### config.mk
export PLATFORM = sky130hd
export DESIGN_NAME = muldiv_wb
export DESIGN_NICKNAME = d
export VERILOG_FILES = /design/src/design/muldiv_pkg.sv /design/src/design/div_iter.sv /design/src/design/lutram_fifo.sv /design/src/design/mul_pipe.sv /design/src/design/muldiv_wb.sv /design/src/design/wb_arbiter.sv
export SDC_FILE = /design/constraint.sdc
export NUM_CORES = 2
export LEC_CHECK = 0
export BUFFER_PORTS_ARGS = -buffer_cell sky130_fd_sc_hd__buf_2
export CAP_MARGIN = 20
export CORE_MARGIN = 3
export CORE_UTILIZATION = 42
export CTS_BUF_LIST = sky130_fd_sc_hd__clkbuf_8
export CTS_CLUSTER_DIAMETER = 30
export CTS_CLUSTER_SIZE = 40
export DETAILED_ROUTE_END_ITERATION = 6
export GPL_ROUTABILITY_DRIVEN = 0
export PLACE_DENSITY = 0.64
export SYNTH_ARGS = -nofsm -noshare
export SYNTH_HDL_FRONTEND = slang
export SYNTH_SLANG_ARGS = --single-unit
### constraint.sdc
create_clock -name clk -period 12.2 [get_ports clk]
set_input_delay 2.44 -clock clk [delete_from_list [all_inputs] [get_ports clk]]
set_output_delay 2.44 -clock clk [all_outputs]
set_load 0.05 [all_outputs]
### src/design/muldiv_pkg.sv
// multiply/divide writeback package.
// shared widths, operation and state encodings, and FIFO sizing.

package muldiv_pkg;

    // operand and result width.
    localparam int XLEN = 32;

    // instruction tag width, eight tags in flight.
    localparam int ID_WIDTH = 3;

    // a FIFO entry holds the tag above the data.
    localparam int WB_ENTRY_WIDTH = ID_WIDTH + XLEN;

    // result FIFO depths per unit.
    localparam int MUL_FIFO_DEPTH = 4;
    localparam int DIV_FIFO_DEPTH = 2;

    // one quotient bit per iteration.
    localparam int DIV_CYCLES = 32;

    // iteration counter width.
    localparam int DIV_CNT_WIDTH = $clog2(DIV_CYCLES);

    // credit counter must reach MUL_FIFO_DEPTH itself.
    localparam int MUL_CREDIT_WIDTH = $clog2(MUL_FIFO_DEPTH + 1);

    // operand or result word.
    typedef logic [XLEN-1:0] xlen_t;

    // instruction tag.
    typedef logic [ID_WIDTH-1:0] id_t;

    // tag and data packed as {id, data}.
    typedef logic [WB_ENTRY_WIDTH-1:0] wb_entry_t;

    // unsigned operations only.
    typedef enum logic [1:0] {
        MUL   = 2'd0,
        MULHU = 2'd1,
        DIVU  = 2'd2,
        REMU  = 2'd3
    } muldiv_op_t;

    // divider control states.
    typedef enum logic [1:0] {
        IDLE = 2'd0,
        RUN  = 2'd1,
        DONE = 2'd2
    } div_state_t;

endpackage

### src/design/div_iter.sv
// iterative radix-2 restoring divider for DIVU and REMU.
// one quotient bit per cycle, result buffered in its own FIFO.

`timescale 1ns/1ps

module div_iter (
    input  logic                   clk,
    input  logic                   rst,
    input  logic                   issue,
    input  muldiv_pkg::muldiv_op_t issue_op,
    input  muldiv_pkg::xlen_t      issue_rs1,
    input  muldiv_pkg::xlen_t      issue_rs2,
    input  muldiv_pkg::id_t        issue_id,
    output logic                   div_ready,
    output logic                   res_valid,
    output muldiv_pkg::wb_entry_t  res_entry,
    input  logic                   res_pop
);

    muldiv_pkg::div_state_t                 state;
    logic [muldiv_pkg::DIV_CNT_WIDTH-1:0]   step_cnt;
    logic                                   is_div_op;
    logic                                   accept;
    logic                                   fifo_full;

    // working registers.
    logic                                   is_rem;
    muldiv_pkg::id_t                        op_id;
    muldiv_pkg::xlen_t                      divisor;
    muldiv_pkg::xlen_t                      quot;
    muldiv_pkg::xlen_t                      rem;

    // one restoring step.
    logic [muldiv_pkg::XLEN:0]              shifted;
    logic [muldiv_pkg::XLEN:0]              diff;
    logic                                   take;

    logic                                   push;
    muldiv_pkg::wb_entry_t                  push_entry;

    assign is_div_op = (issue_op == muldiv_pkg::DIVU) || (issue_op == muldiv_pkg::REMU);
    assign accept    = issue && is_div_op && div_ready;

    // a free slot at issue stays free until DONE.
    assign div_ready = (state == muldiv_pkg::IDLE) && !fifo_full;

    // bring in the next dividend bit and trial subtract.
    assign shifted = {rem, quot[muldiv_pkg::XLEN-1]};
    assign diff    = shifted - {1'b0, divisor};
    assign take    = ~diff[muldiv_pkg::XLEN];

    always_ff @(posedge clk) begin
        if (rst) begin
            state    <= muldiv_pkg::IDLE;
            step_cnt <= '0;
        end else begin
            case (state)
                muldiv_pkg::IDLE: begin
                    step_cnt <= '0;
                    if (accept) begin
                        state <= muldiv_pkg::RUN;
                    end
                end
                muldiv_pkg::RUN: begin
                    step_cnt <= step_cnt + 1'b1;
                    if (step_cnt == muldiv_pkg::DIV_CNT_WIDTH'(muldiv_pkg::DIV_CYCLES - 1)) begin
                        state <= muldiv_pkg::DONE;
                    end
                end
                muldiv_pkg::DONE: begin
                    state <= muldiv_pkg::IDLE;
                end
                default: begin
                    state <= muldiv_pkg::IDLE;
                end
            endcase
        end
    end

    // datapath.
    // a zero divisor always subtracts, giving all ones and the dividend.
    always_ff @(posedge clk) begin
        if (state == muldiv_pkg::IDLE && accept) begin
            is_rem  <= (issue_op == muldiv_pkg::REMU);
            op_id   <= issue_id;
            divisor <= issue_rs2;
            quot    <= issue_rs1;
            rem     <= '0;
        end else if (state == muldiv_pkg::RUN) begin
            quot <= {quot[muldiv_pkg::XLEN-2:0], take};
            rem  <= take ? diff[muldiv_pkg::XLEN-1:0] : shifted[muldiv_pkg::XLEN-1:0];
        end
    end

    assign push       = (state == muldiv_pkg::DONE);
    assign push_entry = {op_id, (is_rem ? rem : quot)};

    lutram_fifo #(
        .DATA_WIDTH ($bits(muldiv_pkg::wb_entry_t)),
        .FIFO_DEPTH (muldiv_pkg::DIV_FIFO_DEPTH)
    ) i_div_fifo (
        .clk         (clk),
        .rst         (rst),
        .push        (push),
        .pop         (res_pop),
        .data_in     (push_entry),
        .data_out    (res_entry),
        .valid       (res_valid),
        .early_valid (),
        .full        (fifo_full),
        .early_full  ()
    );

    // caller must wait for div_ready before a divide.
    a_issue_ready: assert property (@(posedge clk) disable iff (rst)
        (issue && is_div_op) |-> div_ready);

    // an accepted divide pushes its result after the full iteration count.
    a_push_latency: assert property (@(posedge clk) disable iff (rst)
        accept |-> ##(muldiv_pkg::DIV_CYCLES + 1) push);

endmodule

### src/design/lutram_fifo.sv
// small LUT RAM FIFO for result buffering.
// one-hot occupancy vector gives cheap full/valid flags.

`timescale 1ns/1ps

module lutram_fifo #(
    parameter int DATA_WIDTH = 35,
    parameter int FIFO_DEPTH = 4
) (
    input  logic                  clk,
    input  logic                  rst,
    input  logic                  push,
    input  logic                  pop,
    input  logic [DATA_WIDTH-1:0] data_in,
    output logic [DATA_WIDTH-1:0] data_out,
    output logic                  valid,
    output logic                  early_valid,
    output logic                  full,
    output logic                  early_full
);

    // storage, no reset needed.
    logic [DATA_WIDTH-1:0] lut_ram [FIFO_DEPTH];

    // indices wrap naturally for power of two depths.
    logic [$clog2(FIFO_DEPTH)-1:0] write_index;
    logic [$clog2(FIFO_DEPTH)-1:0] read_index;

    // bit n set means n entries held.
    logic [FIFO_DEPTH:0] count_v;

    // head of queue read asynchronously.
    assign data_out = lut_ram[read_index];

    always_ff @(posedge clk) begin
        if (rst) begin
            read_index  <= '0;
            write_index <= '0;
        end else begin
            read_index  <= read_index + pop;
            write_index <= write_index + push;
        end
    end

    always_ff @(posedge clk) begin
        if (push) begin
            lut_ram[write_index] <= data_in;
        end
    end

    // shift up on push only, down on pop only.
    always_ff @(posedge clk) begin
        if (rst) begin
            count_v <= (FIFO_DEPTH+1)'(1);
        end else if (push && !pop) begin
            count_v <= {count_v[FIFO_DEPTH-1:0], 1'b0};
        end else if (!push && pop) begin
            count_v <= {1'b0, count_v[FIFO_DEPTH:1]};
        end
    end

    assign full  = count_v[FIFO_DEPTH];
    assign valid = ~count_v[0];

    // one slot left or none, full may be reached next cycle.
    assign early_full = count_v[FIFO_DEPTH-1] | count_v[FIFO_DEPTH];

    // a push, two or more held, or one held and kept.
    assign early_valid = push | (~count_v[0] & ~count_v[1]) | (~count_v[0] & ~pop);

    // the producing unit must hold off when its FIFO is full.
    a_no_push_full: assert property (@(posedge clk) disable iff (rst) push |-> !full);

    // the arbiter must only pop a FIFO that holds an entry.
    a_no_pop_empty: assert property (@(posedge clk) disable iff (rst) pop |-> valid);

endmodule

### src/design/mul_pipe.sv
// pipelined unsigned multiplier for MUL and MULHU.
// operand register, registered product half, then result FIFO write.

`timescale 1ns/1ps

module mul_pipe (
    input  logic                   clk,
    input  logic                   rst,
    input  logic                   issue,
    input  muldiv_pkg::muldiv_op_t issue_op,
    input  muldiv_pkg::xlen_t      issue_rs1,
    input  muldiv_pkg::xlen_t      issue_rs2,
    input  muldiv_pkg::id_t        issue_id,
    output logic                   mul_ready,
    output logic                   res_valid,
    output muldiv_pkg::wb_entry_t  res_entry,
    input  logic                   res_pop
);

    logic                                      is_mul_op;
    logic                                      accept;
    logic [muldiv_pkg::MUL_CREDIT_WIDTH-1:0]   credits;

    // stage one registers.
    logic                                      s1_valid;
    logic                                      s1_high;
    muldiv_pkg::xlen_t                         s1_rs1;
    muldiv_pkg::xlen_t                         s1_rs2;
    muldiv_pkg::id_t                           s1_id;

    logic [2*muldiv_pkg::XLEN-1:0]             product;
    muldiv_pkg::xlen_t                         result;
    muldiv_pkg::wb_entry_t                     push_entry;

    // stage two registers.
    logic                                      s2_valid;
    muldiv_pkg::wb_entry_t                     s2_entry;

    assign is_mul_op = (issue_op == muldiv_pkg::MUL) || (issue_op == muldiv_pkg::MULHU);
    assign accept    = issue && is_mul_op && mul_ready;

    // credits cover the FIFO plus whatever is in the pipe.
    // taken on issue, returned on pop.
    always_ff @(posedge clk) begin
        if (rst) begin
            credits <= '0;
        end else if (accept && !res_pop) begin
            credits <= credits + 1'b1;
        end else if (!accept && res_pop) begin
            credits <= credits - 1'b1;
        end
    end

    assign mul_ready = (credits < muldiv_pkg::MUL_FIFO_DEPTH);

    always_ff @(posedge clk) begin
        if (rst) begin
            s1_valid <= 1'b0;
            s2_valid <= 1'b0;
        end else begin
            s1_valid <= accept;
            s2_valid <= s1_valid;
        end
    end

    // operands and tag.
    always_ff @(posedge clk) begin
        if (accept) begin
            s1_high <= (issue_op == muldiv_pkg::MULHU);
            s1_rs1  <= issue_rs1;
            s1_rs2  <= issue_rs2;
            s1_id   <= issue_id;
        end
    end

    // full width unsigned product.
    assign product = s1_rs1 * s1_rs2;

    // low or high half with its tag.
    assign result     = s1_high ? product[2*muldiv_pkg::XLEN-1:muldiv_pkg::XLEN]
                                : product[muldiv_pkg::XLEN-1:0];
    assign push_entry = {s1_id, result};

    // stage two holds the selected half until the FIFO write.
    always_ff @(posedge clk) begin
        if (s1_valid) begin
            s2_entry <= push_entry;
        end
    end

    lutram_fifo #(
        .DATA_WIDTH ($bits(muldiv_pkg::wb_entry_t)),
        .FIFO_DEPTH (muldiv_pkg::MUL_FIFO_DEPTH)
    ) i_mul_fifo (
        .clk         (clk),
        .rst         (rst),
        .push        (s2_valid),
        .pop         (res_pop),
        .data_in     (s2_entry),
        .data_out    (res_entry),
        .valid       (res_valid),
        .early_valid (),
        .full        (),
        .early_full  ()
    );

    // caller must wait for mul_ready before a multiply.
    a_issue_ready: assert property (@(posedge clk) disable iff (rst)
        (issue && is_mul_op) |-> mul_ready);

endmodule

### src/design/muldiv_wb.sv
// multiply/divide writeback top level.
// multiplier and divider side by side, merged by the writeback arbiter.

`timescale 1ns/1ps

module muldiv_wb (
    input  logic                   clk,
    input  logic                   rst,
    input  logic                   issue,
    input  muldiv_pkg::muldiv_op_t issue_op,
    input  muldiv_pkg::xlen_t      issue_rs1,
    input  muldiv_pkg::xlen_t      issue_rs2,
    input  muldiv_pkg::id_t        issue_id,
    output logic                   mul_ready,
    output logic                   div_ready,
    output logic                   wb_valid,
    output muldiv_pkg::id_t        wb_id,
    output muldiv_pkg::xlen_t      wb_data
);

    // multiplier FIFO head.
    logic                  mul_valid;
    muldiv_pkg::wb_entry_t mul_entry;
    logic                  mul_pop;

    // divider FIFO head.
    logic                  div_valid;
    muldiv_pkg::wb_entry_t div_entry;
    logic                  div_pop;

    mul_pipe i_mul_pipe (
        .clk       (clk),
        .rst       (rst),
        .issue     (issue),
        .issue_op  (issue_op),
        .issue_rs1 (issue_rs1),
        .issue_rs2 (issue_rs2),
        .issue_id  (issue_id),
        .mul_ready (mul_ready),
        .res_valid (mul_valid),
        .res_entry (mul_entry),
        .res_pop   (mul_pop)
    );

    div_iter i_div_iter (
        .clk       (clk),
        .rst       (rst),
        .issue     (issue),
        .issue_op  (issue_op),
        .issue_rs1 (issue_rs1),
        .issue_rs2 (issue_rs2),
        .issue_id  (issue_id),
        .div_ready (div_ready),
        .res_valid (div_valid),
        .res_entry (div_entry),
        .res_pop   (div_pop)
    );

    wb_arbiter i_wb_arbiter (
        .clk       (clk),
        .rst       (rst),
        .mul_valid (mul_valid),
        .mul_entry (mul_entry),
        .mul_pop   (mul_pop),
        .div_valid (div_valid),
        .div_entry (div_entry),
        .div_pop   (div_pop),
        .wb_valid  (wb_valid),
        .wb_id     (wb_id),
        .wb_data   (wb_data)
    );

endmodule

### src/design/wb_arbiter.sv
// round-robin writeback arbiter over the two result FIFOs.
// one pop per cycle, registered onto the writeback port.

`timescale 1ns/1ps

module wb_arbiter (
    input  logic                  clk,
    input  logic                  rst,
    input  logic                  mul_valid,
    input  muldiv_pkg::wb_entry_t mul_entry,
    output logic                  mul_pop,
    input  logic                  div_valid,
    input  muldiv_pkg::wb_entry_t div_entry,
    output logic                  div_pop,
    output logic                  wb_valid,
    output muldiv_pkg::id_t       wb_id,
    output muldiv_pkg::xlen_t     wb_data
);

    // set when the multiplier won the last grant.
    logic                  last_mul;
    muldiv_pkg::wb_entry_t sel_entry;

    // multiplier wins alone, or on a tie when the divider went last.
    assign mul_pop = mul_valid && (!div_valid || !last_mul);
    assign div_pop = div_valid && !mul_pop;

    assign sel_entry = mul_pop ? mul_entry : div_entry;

    always_ff @(posedge clk) begin
        if (rst) begin
            last_mul <= 1'b0;
        end else if (mul_pop) begin
            last_mul <= 1'b1;
        end else if (div_pop) begin
            last_mul <= 1'b0;
        end
    end

    always_ff @(posedge clk) begin
        if (rst) begin
            wb_valid <= 1'b0;
        end else begin
            wb_valid <= mul_pop || div_pop;
        end
    end

    // entry split into tag and data.
    always_ff @(posedge clk) begin
        if (mul_pop || div_pop) begin
            wb_id   <= sel_entry[muldiv_pkg::XLEN +: muldiv_pkg::ID_WIDTH];
            wb_data <= sel_entry[muldiv_pkg::XLEN-1:0];
        end
    end

    // a single writeback port, so never two pops at once.
    a_one_pop: assert property (@(posedge clk) disable iff (rst) !(mul_pop && div_pop));

endmodule

==> impl_results.md <==
* Worst slew margin at between 20% and 30%
* Crit start category: flop
* H-tree levels at 3
* Fin crit period at between 8000 and 9000 ps
* Post-route setup TNS at 0 ps
* Global-route wire length before repair at around 230000 um
* DRT Wirelength at around 150000 um
* Synth cell types at 76
* Largest net degree at the start of global routing at 74
* Largest fanout on the critical path at 25
* Reg-to-reg slack, setup at 3720 ps
* Hold depth at 0
* FF-to-FF Start: i_mul_pipe.s1_rs2[26]
* Prevailing post-synth register cell: edfxtp_1
* Ports at 110
* Clk_lat worst skew at between 700 and 800 ps
* Worst slew pin tran at roughly 1100 ps
* CP dominant cell by count: fa_1
* Required @ worst endpoint at 12610 ps
* Antenna violations before repair at 8
* Area growth syn-to-layout at 7.247%
* Antenna Nets Post-Route at 0
* Worst-case reg-to-reg path depth at 24
* Num Clock Sinks at ~480
* # setup viols final at 0
* RR Endpoint: i_mul_pipe.s2_entry[31]
* Critical Path Slowest Stage Cell: edfxtp_1
* Commonest non-fill, non-tap cell in the layout: inv_1
* Hold_sp: i_mul_pipe.s1_id[0]
* Final Max Slew Viols at 0
* Fraction of registers with async set/reset at 0%
* Min-Delay Endpoint: i_mul_pipe.s2_entry[32]
* Status: finished, final reports clean
* Max-cap violations at 0
* Post-DP HPWL at 109400 um
* Post-route DRC at 0
* DR vias at around 36000
* Post-Syn Area per Cell at 10.57 um^2
* EDFF count, synth at about 420
* Sequential area share after synthesis at 25.86%
* DIE WIDTH at between 300 and 400 um
* Die area at about 130000 um^2
* Seq cells post-synth at 476
* WL/cell at 22.52 um
* Total track usage at between 20% and 30%
* Crit end category: flop
* Clk root buf: clkbuf_8
* Row count at between 100 and 150
* Max Fclk at between 100 and 150 MHz
* Period utilization at 69.52%
* Nets at 6272
* Final hold vios at 0
* DR iter-0 viols at ~3000
* Mapped Area at approximately 53000 um^2
* Worst Path Arrival at a little under 9000 ps
* Synthesized Nets at between 6000 and 7000
* Final Skew at 50.39 ps
* Vias/cell at between 5 and 6
* Mapped Cells at 5011
* Worst path cell trace: buf_4 > nand2_1 > fa_1 > inv_1 > fa_1 > fa_1 > fa_1 > fa_1 > fa_1 > fa_1 > inv_1 > fa_1 > inv_1 > ha_1 > a21o_1 > a31oi_1 > nor2_1 > o31ai_1 > a21o_1 > o2111ai_1 > a311o_1 > a21o_1 > xnor2_1 > a21oi_1
* Reg clk slew, reported paths at approximately 90 ps
* Hold crit path type: flop to flop
* GRT overflow at 0
* Core footprint at around 120000 um^2
* Post-CTS setup buffers at 0
* Critical path type: flop to flop
* Buffers on Ports at 109
* Die height at about 360 um
* Most frequent cells in the layout: 944 x inv_1, 898 x fa_1, 603 x nand2_1
* Vias in the first global route at 38476
* CTS tree: yes
* Total CTS buffers at 75
* Clk buf depth at 3
* Crit-path max cell delay at 900 ps
* Layout cells sized above 1 at slightly below 9%
* Unrepaired setup endpoints after global routing: no
* Initial Utilization at 42.55%
* Router iterations before antenna repair at 7
* Synth warn at 0
* # hold bufs at CTS at 0
* # resized after CTS at 0
==> stage by stage <==
| step | std cells | setup WS, ps | cell area (um^2) | util, % | hold WS (ps) |
|---|---|---|---|---|---|
| after global routing | 6698 | 3366 | 56780 | 45.63 | 447.8 |
| final | 6701 | 3719 | 56790 | 45.64 | 436.1 |
| after floorplan | 5011 | 2878 | 52950 | - | 400.3 |
| after detailed placement | 6558 | 3848 | 55120 | 44.29 | 418.9 |
| after global placement | 6557 | 3978 | 55090 | 44.27 | 411.3 |
| after CTS | 6697 | 3841 | 56780 | 45.63 | 440.5 |
==> final cells by class <==
| class | count | area, um^2 |
|---|---|---|
| well taps | 1637 | 2048 |
| multi-input cells | 3319 | 34700 |
| clock inverters | 62 | 605.6 |
| clock buffers | 77 | 1060 |
| repair buffers | 187 | 1151 |
| fillers | 11580 | 67650 |
| diodes | 4 | 10.01 |
| flip-flops and latches | 476 | 13700 |
| inverters | 939 | 3525 |
==> worst max-delay path by stage <==
stage                                      from                      end  slack (ps)  cells past startpoint
final                     i_mul_pipe.s1_rs2[26]  i_mul_pipe.s2_entry[31]        3720                     24
after global routing       i_mul_pipe.s1_rs2[5]  i_mul_pipe.s2_entry[31]        3370                     25
after CTS                  i_mul_pipe.s1_rs2[5]  i_mul_pipe.s2_entry[31]        3840                     25
after detailed placement   i_mul_pipe.s1_rs2[5]  i_mul_pipe.s2_entry[31]        3850                     25
after global placement    i_mul_pipe.s1_rs1[20]  i_mul_pipe.s2_entry[29]        3980                     24
after floorplan                     issue_op[1]    i_mul_pipe.credits[2]        2880                      7
==> metal layers <==
metal	track usage, %	up-vias	part of all wire [%]
met3	3.258	363	6.8
met4	12.61	0	5.8
li1	-	15593	-
met5	0	-	0
met1	30.56	18634	40
met2	38.31	1403	47
==> worst max-delay path: cells and delay by family (launching register included) <==
kind	cells	cell delay [ps]
adders and majority gates	9	4400
DFF	1	900
xor gates and xnor gates	1	150
buffers and inverters	4	640
and+or+nand+nor	2	260
AOI/OAI and AO/OA	8	1820
==> Yosys cell counts, types with 13 or more instances <==
library cell | count | area share, %
clkbuf_1 | 255 | 1.8
nor2b_1 | 18 | 0.21
inv_1 | 939 | 6.7
and3_1 | 13 | 0.15
a31oi_1 | 17 | 0.20
mux2i_1 | 70 | 1.3
o21ai_1 | 32 | 0.30
ha_1 | 304 | 7.2
mux4_2 | 35 | 1.5
a21oi_1 | 130 | 1.2
nor3_1 | 14 | 0.13
nand3_1 | 22 | 0.21
mux2_2 | 69 | 1.5
xnor2_1 | 54 | 0.89
fa_1 | 898 | 34
dfxtp_1 | 60 | 2.3
o21bai_1 | 16 | 0.23
and2_1 | 580 | 6.9
xor2_1 | 36 | 0.60
nand4_1 | 25 | 0.30
nand2_1 | 603 | 4.3
o21ai_0 | 97 | 0.92
edfxtp_1 | 416 | 24
a21o_1 | 52 | 0.74
nand2b_1 | 18 | 0.21
nor2_1 | 95 | 0.67
==> flip-flops by register name, indices dropped and copies added, names as in the netlist, 3 cells and up <==
name and flops:
i_mul_pipe.s2_entry 35, i_wb_arbiter.wb_data 32, i_mul_pipe.i_mul_fifo.count_v 5, i_wb_arbiter.wb_id 3
i_mul_pipe.i_mul_fifo.lut_ram 140, i_div_iter.op_id 3, i_div_iter.rem 32, i_div_iter.divisor 32
i_mul_pipe.s1_id 3, i_mul_pipe.s1_rs2 32, i_mul_pipe.s1_rs1 32, i_mul_pipe.credits 3
i_div_iter.quot 32, i_div_iter.i_div_fifo.count_v 3, i_div_iter.step_cnt 5, i_div_iter.i_div_fifo.lut_ram 70
==> logic make-up (layout without fill, tap and decap cells) <==
logic type | after synthesis | after routing | share of synthesized area [%]
XOR/XNOR | 90 | 90 | 1.489
AO/OA/AOI/OAI | 432 | 432 | 5.068
other | 0 | 4 | 0
adder cells (fa/ha/maj) | 1202 | 1202 | 41.13
flip-flops | 476 | 476 | 25.86
AND/OR/NAND/NOR | 1421 | 1421 | 13.46
multiplexers | 174 | 174 | 4.279
buffers and inverters | 1216 | 1265 | 8.714
Power is left out: the tool's default activity adds up to more than one toggle a clock period on the data nets, which glitch-free logic cannot reach.
